$ cat config.mk
export PLATFORM = sky130hd
export DESIGN_NAME = MemoryController
export DESIGN_NICKNAME = d
export VERILOG_FILES = /design/src/verilog/memTypes.sv /design/src/verilog/memCtrlTypes.sv /design/src/verilog/MemoryController.sv
export SDC_FILE = /design/constraint.sdc
export NUM_CORES = 1
export LEC_CHECK = 0
export BUFFER_PORTS_ARGS = -buffer_cell sky130_fd_sc_hd__buf_2
export CAP_MARGIN = 20
export CORE_UTILIZATION = 52
export DETAILED_ROUTE_END_ITERATION = 10
export GPL_TIMING_DRIVEN = 0
export HOLD_SLACK_MARGIN = 0.02
export PLACE_DENSITY = 0.85
export SYNTH_ARGS = -nofsm -noshare
export SYNTH_HDL_FRONTEND = slang
export SYNTH_SLANG_ARGS = --single-unit
$ cat constraint.sdc
create_clock -name clk -period 7.8 [get_ports clk]
set_clock_uncertainty 0.1 [all_clocks]
set_input_delay 1.56 -clock clk [delete_from_list [all_inputs] [get_ports clk]]
set_output_delay 1.56 -clock clk [all_outputs]
set_load 0.02 [all_outputs]
$ cat src/verilog/memTypes.sv
package memTypes;

    // Word address inside one cache bank
    typedef logic [9:0] sramAddr_t;

    // Word address on the external RAM side
    typedef logic [29:0] extAddr_t;

    // Data word on the bus and in the banks
    typedef logic [31:0] word_t;

    // Byte write mask, bit set means the byte is written
    typedef logic [3:0] wmask_t;

    // Words moved so far in a fill
    typedef logic [9:0] progress_t;

endpackage

$ cat src/verilog/memCtrlTypes.sv
package memCtrlTypes;

    typedef enum logic [1:0] {
        Idle,
        WaitExt,
        WriteExt,
        ReadExt
    } mcState_t;

    typedef logic [2:0] waitCnt_t;

    // Command word on the external bus
    localparam int CMD_WRITE_BIT = 31;
    localparam int CMD_ADDR_BITS = 30;

    // External RAM latency before the first fill word
    localparam waitCnt_t READ_WAIT = 3'd5;

    // Address reg, SRAM read and staging reg ahead of the bus
    localparam int WRITE_PIPE = 3;

endpackage

$ cat src/verilog/MemoryController.sv
`timescale 1ns/1ps

module MemoryController
    import memTypes::*;
    import memCtrlTypes::*;
#(
    parameter int NUM_CACHES  = 2,
    parameter int ILINE_WORDS = 64,
    parameter int DLINE_WORDS = 128
) (
    input  logic                          clk,
    input  logic                          rst,

    input  logic                          ce,
    input  logic                          we,
    input  logic [$clog2(NUM_CACHES)-1:0] cacheId,
    input  sramAddr_t                     sramAddr,
    input  extAddr_t                      extAddr,
    output logic                          busy,
    output progress_t                     progress,

    output logic [NUM_CACHES-1:0]         used,
    output logic [NUM_CACHES-1:0]         bankCe,
    output logic [NUM_CACHES-1:0]         bankWe,
    output sramAddr_t                     bankAddr [NUM_CACHES],
    output word_t                         bankWdata [NUM_CACHES],
    input  word_t                         bankRdata [NUM_CACHES],

    output logic                          extEn,
    output logic                          extOen,
    output word_t                         extBusOut,
    input  word_t                         extBusIn
);

    mcState_t state;
    logic     isWrite;
    waitCnt_t waitCnt;

    logic [$clog2(NUM_CACHES)-1:0] curId;
    sramAddr_t baseAddr;
    progress_t cnt;
    progress_t len;

    sramAddr_t addrReg;
    word_t     wdataReg;
    word_t     stage;
    word_t     cmdWord;

    // Bit 30 of the command stays zero
    always_comb begin
        cmdWord = '0;
        cmdWord[CMD_WRITE_BIT] = we;
        cmdWord[CMD_ADDR_BITS-1:0] = extAddr;
    end

    // Only the bank with its enable low acts on these
    always_comb begin
        for (int k = 0; k < NUM_CACHES; k++) begin
            bankAddr[k]  = addrReg;
            bankWdata[k] = wdataReg;
        end
    end

    always_ff @(posedge clk) begin
        if (rst) begin
            state    <= Idle;
            busy     <= 1'b0;
            progress <= '0;
            used     <= '0;
            bankCe   <= '1;
            bankWe   <= '1;
            extEn    <= 1'b0;
            extOen   <= 1'b1;
            curId    <= '0;
        end else begin
            case (state)
                Idle: begin
                    extOen <= 1'b1;
                    if (ce) begin
                        state    <= WaitExt;
                        isWrite  <= we;
                        waitCnt  <= we ? '0 : READ_WAIT;
                        curId    <= cacheId;
                        baseAddr <= sramAddr;
                        cnt      <= '0;
                        // Bank 0 holds instruction lines
                        len      <= (cacheId == '0) ? progress_t'(ILINE_WORDS)
                                                    : progress_t'(DLINE_WORDS);
                        extEn     <= 1'b1;
                        extBusOut <= cmdWord;
                        busy      <= 1'b1;
                        progress  <= '0;
                    end
                end

                WaitExt: begin
                    if (waitCnt == '0) begin
                        used[curId] <= 1'b1;
                        if (isWrite) begin
                            state <= WriteExt;
                        end else begin
                            state  <= ReadExt;
                            extOen <= 1'b0;
                        end
                    end
                    waitCnt <= waitCnt - 1'b1;
                end

                WriteExt: begin
                    cnt   <= cnt + 1'b1;
                    stage <= bankRdata[curId];
                    if (cnt < len) begin
                        bankCe[curId] <= 1'b0;
                        bankWe[curId] <= 1'b1;
                        addrReg       <= baseAddr + sramAddr_t'(cnt);
                    end else begin
                        // Reads issued, hand the bank back
                        bankCe[curId] <= 1'b1;
                        used[curId]   <= 1'b0;
                    end

                    if (cnt == len + progress_t'(WRITE_PIPE)) begin
                        extEn <= 1'b0;
                        busy  <= 1'b0;
                        state <= Idle;
                    end else if (cnt >= progress_t'(WRITE_PIPE)) begin
                        extBusOut <= stage;
                    end
                end

                ReadExt: begin
                    cnt <= cnt + 1'b1;
                    if (cnt < len) begin
                        bankCe[curId] <= 1'b0;
                        bankWe[curId] <= 1'b0;
                        addrReg       <= baseAddr + sramAddr_t'(cnt);
                        wdataReg      <= extBusIn;
                        progress      <= progress + 1'b1;
                    end else begin
                        bankCe[curId] <= 1'b1;
                        bankWe[curId] <= 1'b1;
                        used[curId]   <= 1'b0;
                        busy          <= 1'b0;
                        progress      <= '0;
                        extEn         <= 1'b0;
                        state         <= Idle;
                    end
                end

                default: state <= Idle;
            endcase
        end
    end

    usedOneHot: assert property (@(posedge clk) disable iff (rst) $onehot0(used))
        else $error("More than one bank owned by the controller");

    usedWhileBusy: assert property (@(posedge clk) disable iff (rst) |used |-> busy)
        else $error("Bank owned while controller not busy");

    // Output enable lingers one cycle past the fill
    oenInRead: assert property (@(posedge clk) disable iff (rst)
        !extOen |-> (state == ReadExt) || ($past(state) == ReadExt))
        else $error("RAM output enabled outside a fill");

endmodule

After elaboration in Yosys (flattened, before gate mapping)
Index checks and enable logic that the tools add are counted.
{"block": "word_totals", "reg_bits": 161, "latchBits": 0, "ramBits": 0, "mem_bits_ro": 0, "in_bits": 141, "wordCells": 111, "mem_count": 0}
{"block": "classes", "n_addsub": 5, "n_mul": 0, "div": 0, "magnitude_cmp": 5, "eq_ne": 13, "shifts": 0, "mux": 37, "bitwise": 9, "n_reduce_logical": 25}
{"cell": "$mux W32", "n": 6}
{"cell": "$pmux W32 S2", "n": 1}
{"cell": "$pmux W10 S2", "n": 2}
{"cell": "$reduce_and A3 Y1", "n": 7}
{"cell": "$add A10 B1 Y10 const B", "n": 2}
{"cell": "$mux W10", "n": 2}
{"cell": "$mux W2", "n": 9}
{"cell": "$ne A2 B2 Y1 const B", "n": 9}
{"cell": "$reduce_bool A2 Y1", "n": 6}
{"cell": "$add A10 B10 Y10", "n": 1}
{"cell": "$add A10 B2 Y10 const B", "n": 1}
{"cell": "$eq A10 B10 Y1", "n": 1}
{"cell": "$ge A10 B2 Y1 const B", "n": 1}
{"cell": "$lt A10 B10 Y1", "n": 1}
{"cell": "$mux W8", "n": 1}
{"cell": "$pmux W2 S2", "n": 2}
{"cell": "$pmux W2 S4", "n": 1}
{"cell": "$reduce_and A2 Y1", "n": 4}
{"cell": "$reduce_and A4 Y1", "n": 2}
{"cell": "$mux W1", "n": 7}
{"cell": "$and A2 B2 Y2", "n": 3}
{"cell": "$mux W3", "n": 2}
{"cell": "$or A2 B2 Y2", "n": 3}
{"cell": "$pmux W3 S2", "n": 1}
{"cell": "other kinds (18)", "n": 19}

Longest topological paths before layout
Gate-level depths: netlist (run 1).
{"block": "logic_depth", "word_depth": 8, "ltp_mapped": 7, "mapped_depth_nobuf": 6}

Worst setup path before layout (run 1)
No wires, ideal clock.
{"block": "synth_path", "kind": "input-to-reg", "from": "input rst", "to": "register extBusOut[0] (enable)", "setup_time_ps": 461, "arrival_time_ps": 4205, "required_time_ps": 7239, "path_slack_ps": 3034, "stages": 3, "n_path_buf": 2, "cell_sequence": "clkbuf_1 clkbuf_1 nor3_1"}
{"block": "synth_via", "elab_chain_len": 2}
{"item": "start: declaration", "line": "MemoryController.sv:12", "text": "input logic rst,"}
{"item": "$not A1 Y1 (no line)"}
{"item": "$reduce_and A5 Y1 (no line)"}
{"item": "end signal: assignment", "line": "MemoryController.sv:90", "text": "extBusOut <= cmdWord;"}
{"item": "end signal: assignment", "line": "MemoryController.sv:127", "text": "extBusOut <= stage;"}
{"item": "end: declaration", "line": "MemoryController.sv:31", "text": "output word_t extBusOut,"}
Every way passes these cells.
A chain may end at the register's enable or synchronous reset.

Final worst setup path (run 1)
{"block": "layout_path", "from": "input rst", "to": "register extBusOut[16] (enable)"}
The elaborated chain is that of the path after synthesis.

==> impl_metrics.env, run 1 <==
export IMPL_yosysWarnings=0
export IMPL_power_density_mw_per_mm2=210
export IMPL_synthAdderAreaFrac_pct=3.02
export IMPL_end_kind="flip-flop"
export IMPL_cts_hold_buf=0
export IMPL_cap_violations=0
export IMPL_whs_ns=0.379
export IMPL_worstRegToRegCells=6
export IMPL_dieWidth_um=117
export IMPL_combPwrFrac_pct=12.3
export IMPL_diodes=0
export IMPL_post_cts_resized=0
export IMPL_hp_class="reg -> reg"
export IMPL_setup_viol=0
export IMPL_cts_tree="built"
export IMPL_required_ns=7.82
export IMPL_synth_area_sq_mm=0.00687
export IMPL_start_util_pct=53.8
export IMPL_grt_setup_unrepaired="false"
export IMPL_grt_usage_pct=23.7
export IMPL_path_max_fanout=13
export IMPL_path_clk_slew_ns=0.06
export IMPL_num_vias=5036
export IMPL_drive_gt1_share_pct=53.2
export IMPL_fp_dieH_um=117
export IMPL_synth_edf_count=132
export IMPL_yosys_register_bits=153
export IMPL_worstSetupPathType="in -> reg"
export IMPL_antenna_found_initial=0
export IMPL_p_leak_nw=3.77
export IMPL_gp_congestion=0.833
export IMPL_tns_ns=0
export IMPL_viasPerCell=5.18
export IMPL_coreArea_sq_mm=0.0128
export IMPL_worstSkewPairLatency_ns=0.41
export IMPL_yosys_area_share_simple_pct=7.87
export IMPL_syn_avg_cell_area_sq_um=14.1
export IMPL_reg2reg_from="cnt[7]"
export IMPL_postCtsSetupRepairBufs=0
export IMPL_areaGrowthSynthToFinish_pct=32.5
export IMPL_synth_top_family_by_area="multiplexers"
export IMPL_arrival_ns=3.26
export IMPL_syn_nets=643
export IMPL_yosysSeqAreaShare_pct=63.8
export IMPL_status="finished, final reports clean"
export IMPL_pin_count=276
export IMPL_htreeDepth=4
export IMPL_routed_wl_um=15900
export IMPL_die_area_sq_mm=0.0137
export IMPL_synthFlopType="edfxtp_1"
export IMPL_syn_inst=486
export IMPL_fmax_mhz=308
export IMPL_p_clk_share_pct=38.0
export IMPL_internal_power_mw=1.47
export IMPL_synth_compound_area_share_pct=6.50
export IMPL_fin_crit_sh_pct=41.6
export IMPL_grt_overflow=0
export IMPL_first_global_vias=4916
export IMPL_dpl_hpwl_um=12300
export IMPL_final_common_cell="buf_2"
export IMPL_vdd_drop_max_v=0.000138
export IMPL_swShare_pct=23.3
export IMPL_final_area_sq_mm=0.00910
export IMPL_muxShareOfSynthArea_pct=10.6
export IMPL_cts_made_buffers=17
export IMPL_drt_iter0_markers=271
export IMPL_tightest_slew_ns=1.02
export IMPL_power_switching_uw=446
export IMPL_grt_max_degree=18
export IMPL_dpl_cell_area_sq_mm=0.00857
export IMPL_min_period_ns=3.24
export IMPL_drc=0
export IMPL_nNetsFinal=945
export IMPL_cp_endpoint="extBusOut[16]"
export IMPL_fp_row_count=41
export IMPL_crit_start="rst"
export IMPL_r2r_end="wdataReg[6]"
export IMPL_synth_async_sr_flop_share_pct=0
export IMPL_finalHoldViolCount=0
export IMPL_wl_per_cell_um=16.4
export IMPL_reg2reg_setup_slack_ns=4.81
export IMPL_grt_pass1_wl_um=23800
export IMPL_synth_xor_area_share_pct=1.66
export IMPL_seqPwrFrac_pct=49.7
export IMPL_ys_types=55
export IMPL_firstDrtPassIters=6
export IMPL_fill_cells=839
export IMPL_drtAntennaViolNets=0
export IMPL_final_cell_mix="278 x buf_2, 132 x edfxtp_1, 64 x mux2_2, 44 x buf_4, 23 x nor2_1"
export IMPL_finalMaxSlewViolations=0
export IMPL_relSlewSlack_pct=31.5
export IMPL_cts_path_max_buffers=2
export IMPL_io_buffers=274
export IMPL_critPathLaunchType="input pin"
export IMPL_numClockSinks=153
export IMPL_cts_root_buf="clkbuf_16"
## synth_stat cells, types with 6 or more instances
master	count	share of area, %
a21o_1	6	0.66
a21oi_1	20	1.5
buf_4	43	4.7
clkbuf_1	9	0.49
dfxtp_1	21	6.1
edfxtp_1	132	58
ha_1	15	2.7
inv_1	13	0.71
mux2_2	64	10
nand2_1	17	0.93
nand3_1	9	0.66
nor2_1	23	1.3
nor3_1	13	0.95
o21ai_0	8	0.58
or3_1	7	0.64
xnor2_1	8	1.0
## layout make-up
type                       count  area (sq um)  area share (%)
timing repair buffer         283          1480            16.3
tap                          172           215            2.36
inverter                      13          48.8           0.536
clock buffer                  19           433            4.76
buffer                        60           399            4.38
clock inverter                13          86.3           0.948
multi-input combinational    260          2060            22.6
sequential                   153          4380            48.2
## power by group through the flow
stage,Combinational (mW),Clock (mW),Sequential (mW)
after detailed placement,0.233,0,0.968
after global placement,0.217,0,0.968
final,0.235,0.728,0.951
after global routing,0.256,0.777,0.954
after CTS,0.235,0.740,0.951
after floorplan,0.125,0,0.984
## metal layers
metal / global-route usage [%] / up-vias / part of all wire (%)
li1: - / 2391 / -
met1: 26.3 / 2342 / 37
met2: 41.4 / 275 / 53
met3: 7.52 / 28 / 8.4
met4: 11.1 / 0 / 2.2
met5: 0 / - / 0
## worst min-delay path by stage
| stage | startpoint | to | slack, ns | cells after the start |
|---|---|---|---|---|
| global route | flip-flop | flip-flop | 0.40 | 1 |
| detailed placement | flip-flop | flip-flop | 0.36 | 1 |
| finish | flip-flop | flip-flop | 0.38 | 1 |
| global placement | flip-flop | flip-flop | 0.35 | 1 |
| CTS | flip-flop | flip-flop | 0.38 | 1 |
| floorplan | stage[0] | extBusOut[0] | 0.42 | 1 |
## cell families after synthesis
logic type      count (synthesis)
flops                         153
simple gates                  101
buf+inv                        73
compound gates                 65
mux                            65
fa+ha+maj                      16
xor+xnor                       13
## registers in the layout, summed over array words and instances (netlist names), 3 cells and up, named ones only
name,cells
extBusOut,32
stage,32
progress,10
waitCnt,3
cnt,10
addrReg,10
wdataReg,32
baseAddr,10
## metrics by stage
| stage | cells | utilization, % | worst slack [ns] | total power, mW |
|---|---|---|---|---|
| after floorplan | 486 | - | 3.03 | 1.11 |
| after global placement | 932 | 66.2 | 1.71 | 1.18 |
| after detailed placement | 940 | 67.1 | 3.97 | 1.20 |
| after CTS | 972 | 71.2 | 4.41 | 1.93 |
| after global routing | 973 | 71.3 | 4.48 | 1.99 |
| final | 973 | 71.3 | 4.56 | 1.91 |
## worst max-delay path, cell delays in order
cell	delay (ns)
clkbuf_1	0.20
clkbuf_1	0.30
nor3_2	0.62
buf_6	0.24
buf_6	0.15
buf_6	0.18
(Power assumes the default switching activity.)
==> run 2: changes to the inputs <==
--- a/config.mk
+++ b/config.mk
@@ -7,11 +7,11 @@
 export LEC_CHECK = 0
 export BUFFER_PORTS_ARGS = -buffer_cell sky130_fd_sc_hd__buf_2
 export CAP_MARGIN = 20
-export CORE_UTILIZATION = 52
+export CORE_UTILIZATION = 44
 export DETAILED_ROUTE_END_ITERATION = 10
 export GPL_TIMING_DRIVEN = 0
 export HOLD_SLACK_MARGIN = 0.02
-export PLACE_DENSITY = 0.85
+export PLACE_DENSITY = 0.77
 export SYNTH_ARGS = -nofsm -noshare
 export SYNTH_HDL_FRONTEND = slang
 export SYNTH_SLANG_ARGS = --single-unit
==> constraint.sdc (replaced) <==
create_clock -name clk -period 2.7 [get_ports clk]
set_clock_uncertainty 0.1 [all_clocks]
set_input_delay 0.54 -clock clk [delete_from_list [all_inputs] [get_ports clk]]
set_output_delay 0.54 -clock clk [all_outputs]
set_load 0.02 [all_outputs]
==> run 2 against run 1 <==
  * Sequential share of layout area fell by 0.66 points
  * Routed wire length shrank 3.8%
  * Core utilization decreased by 11 points
  * Critical path depth up 2
  * Clock-buffer cell count rose by 6
  * Sequential power grew to 2.9 times the previous value
  * Critical path type is now reg -> reg
  * Critical endpoint is now progress[5]
  * Largest cell class unchanged
  * Highest routed layer unchanged
==> impl_metrics.env, run 2 (synthesis gave the netlist of run 1 again) <==
export IMPL_status="finished, final reports clean"
export IMPL_fin_crit_sh_pct=93.3
export IMPL_dpl_cell_area_sq_mm=0.00861
export IMPL_arrival_ns=2.73
export IMPL_grt_pass1_wl_um=23500
export IMPL_worstSkewPairLatency_ns=0.42
export IMPL_drc=0
export IMPL_cap_violations=0
export IMPL_grt_usage_pct=19.3
export IMPL_dpl_hpwl_um=11700
export IMPL_cts_tree="built"
export IMPL_required_ns=2.91
export IMPL_routed_wl_um=15300
export IMPL_power_density_mw_per_mm2=624
export IMPL_dieWidth_um=127
export IMPL_cts_made_buffers=17
export IMPL_cts_hold_buf=0
export IMPL_setup_viol=0
export IMPL_fmax_mhz=397
export IMPL_areaGrowthSynthToFinish_pct=34.3
export IMPL_total_power_mw=5.75
export IMPL_drtAntennaViolNets=0
export IMPL_die_area_sq_mm=0.0161
export IMPL_pin_count=276
export IMPL_wl_per_cell_um=15.5
export IMPL_final_cell_mix="278 x buf_2, 132 x edfxtp_1, 64 x mux2_2, 50 x buf_4, 23 x nor2_1"
export IMPL_hp_class="in -> reg"
export IMPL_antenna_found_initial=0
export IMPL_start_util_pct=45.2
export IMPL_cts_path_max_buffers=2
export IMPL_fin_cells=992
export IMPL_final_area_sq_mm=0.00923
export IMPL_p_leak_nw=3.83
export IMPL_end_kind="flip-flop"
export IMPL_htreeDepth=4
export IMPL_place_inst=954
export IMPL_fp_row_count=45
export IMPL_grt_overflow=0
export IMPL_reg_top3="extBusOut: 32 flops, stage: 32 flops, wdataReg: 32 flops"
export IMPL_viasPerCell=5.00
export IMPL_drt_iter0_markers=228
export IMPL_num_vias=4962
export IMPL_worstSetupPathType="reg -> reg"
export IMPL_grt_max_degree=22
export IMPL_gp_congestion=0.807
export IMPL_path_clk_slew_ns=0.06
export IMPL_coreArea_sq_mm=0.0152
export IMPL_firstDrtPassIters=4
export IMPL_diodes=0
export IMPL_final_common_cell="buf_2"
export IMPL_tightest_slew_ns=0.876
export IMPL_vdd_drop_max_v=0.000387
export IMPL_fp_dieH_um=127
export IMPL_grt_setup_unrepaired="false"
export IMPL_min_period_ns=2.52
export IMPL_nNetsFinal=948
export IMPL_first_global_vias=4895
export IMPL_drive_gt1_share_pct=54.0
export IMPL_io_buffers=274
export IMPL_finalHoldViolCount=0
export IMPL_finalMaxSlewViolations=0
export IMPL_path_max_fanout=16
export IMPL_postCtsSetupRepairBufs=6
export IMPL_numClockSinks=153
export IMPL_relSlewSlack_pct=41.4
export IMPL_critPathLaunchType="flip-flop"
export IMPL_post_cts_resized=0
export IMPL_cts_root_buf="clkbuf_16"
-- run 2: report_power, final --
group          switching (mW)  leakage (nW)  total, mW  internal [mW]
Clock                   0.898         0.285       2.33           1.43
Sequential             0.0446          1.38       2.74           2.70
Combinational           0.369          2.16      0.681          0.312
Total                    1.31          3.83       5.75           4.44
-- run 2: path summary, 6_finish.rpt --
kind,from,depth (start not counted),slack (ns),end
setup / recovery,cnt[7],8,0.18,progress[5]
hold / removal,extBusIn[22],1,0.20,wdataReg[22]
setup reg to reg,cnt[7],8,0.18,progress[5]
hold reg to reg,flip-flop,1,0.37,flip-flop
-- run 2: final cells by class --
class,count,area [sq um]
fillers,1228,5970
flip-flops and latches,153,4380
multi-input cells,260,2070
repair buffers,286,1510
clock buffers,25,485
plain buffers,60,399
well taps,188,235
clock inverters,7,92.6
inverters,13,48.8
-- run 2: metal layers --
metal	track usage [%]	wire [um]	up-vias
met5	0	0	-
met4	8.12	284	0
met3	7.12	1400	22
met2	34.3	7810	223
met1	20.6	5840	2318
li1	-	-	2399
-- run 2: worst max-delay path: stages (launching register included) --
cell,delay (ns)
edfxtp_1,0.50
ha_2,0.38
nor2b_1,0.12
clkbuf_1,0.44
nor4_4,0.09
buf_4,0.18
buf_6,0.16
a32o_1,0.22
a31o_2,0.20
-- run 2: per-stage QoR --
| step | setup slack [ns] | hold WS (ns) | TNS [ns] | utilization, % |
|---|---|---|---|---|
| after floorplan | -0.317 | 0.423 | -8.98 | - |
| after global placement | -0.965 | 0.348 | -58.31 | 55.9 |
| after detailed placement | -0.0357 | 0.353 | -0.856 | 56.6 |
| after CTS | 0.180 | 0.179 | 0 | 60.7 |
| after global routing | 0.0425 | 0.173 | 0 | 60.7 |
| final | 0.180 | 0.197 | 0 | 60.7 |
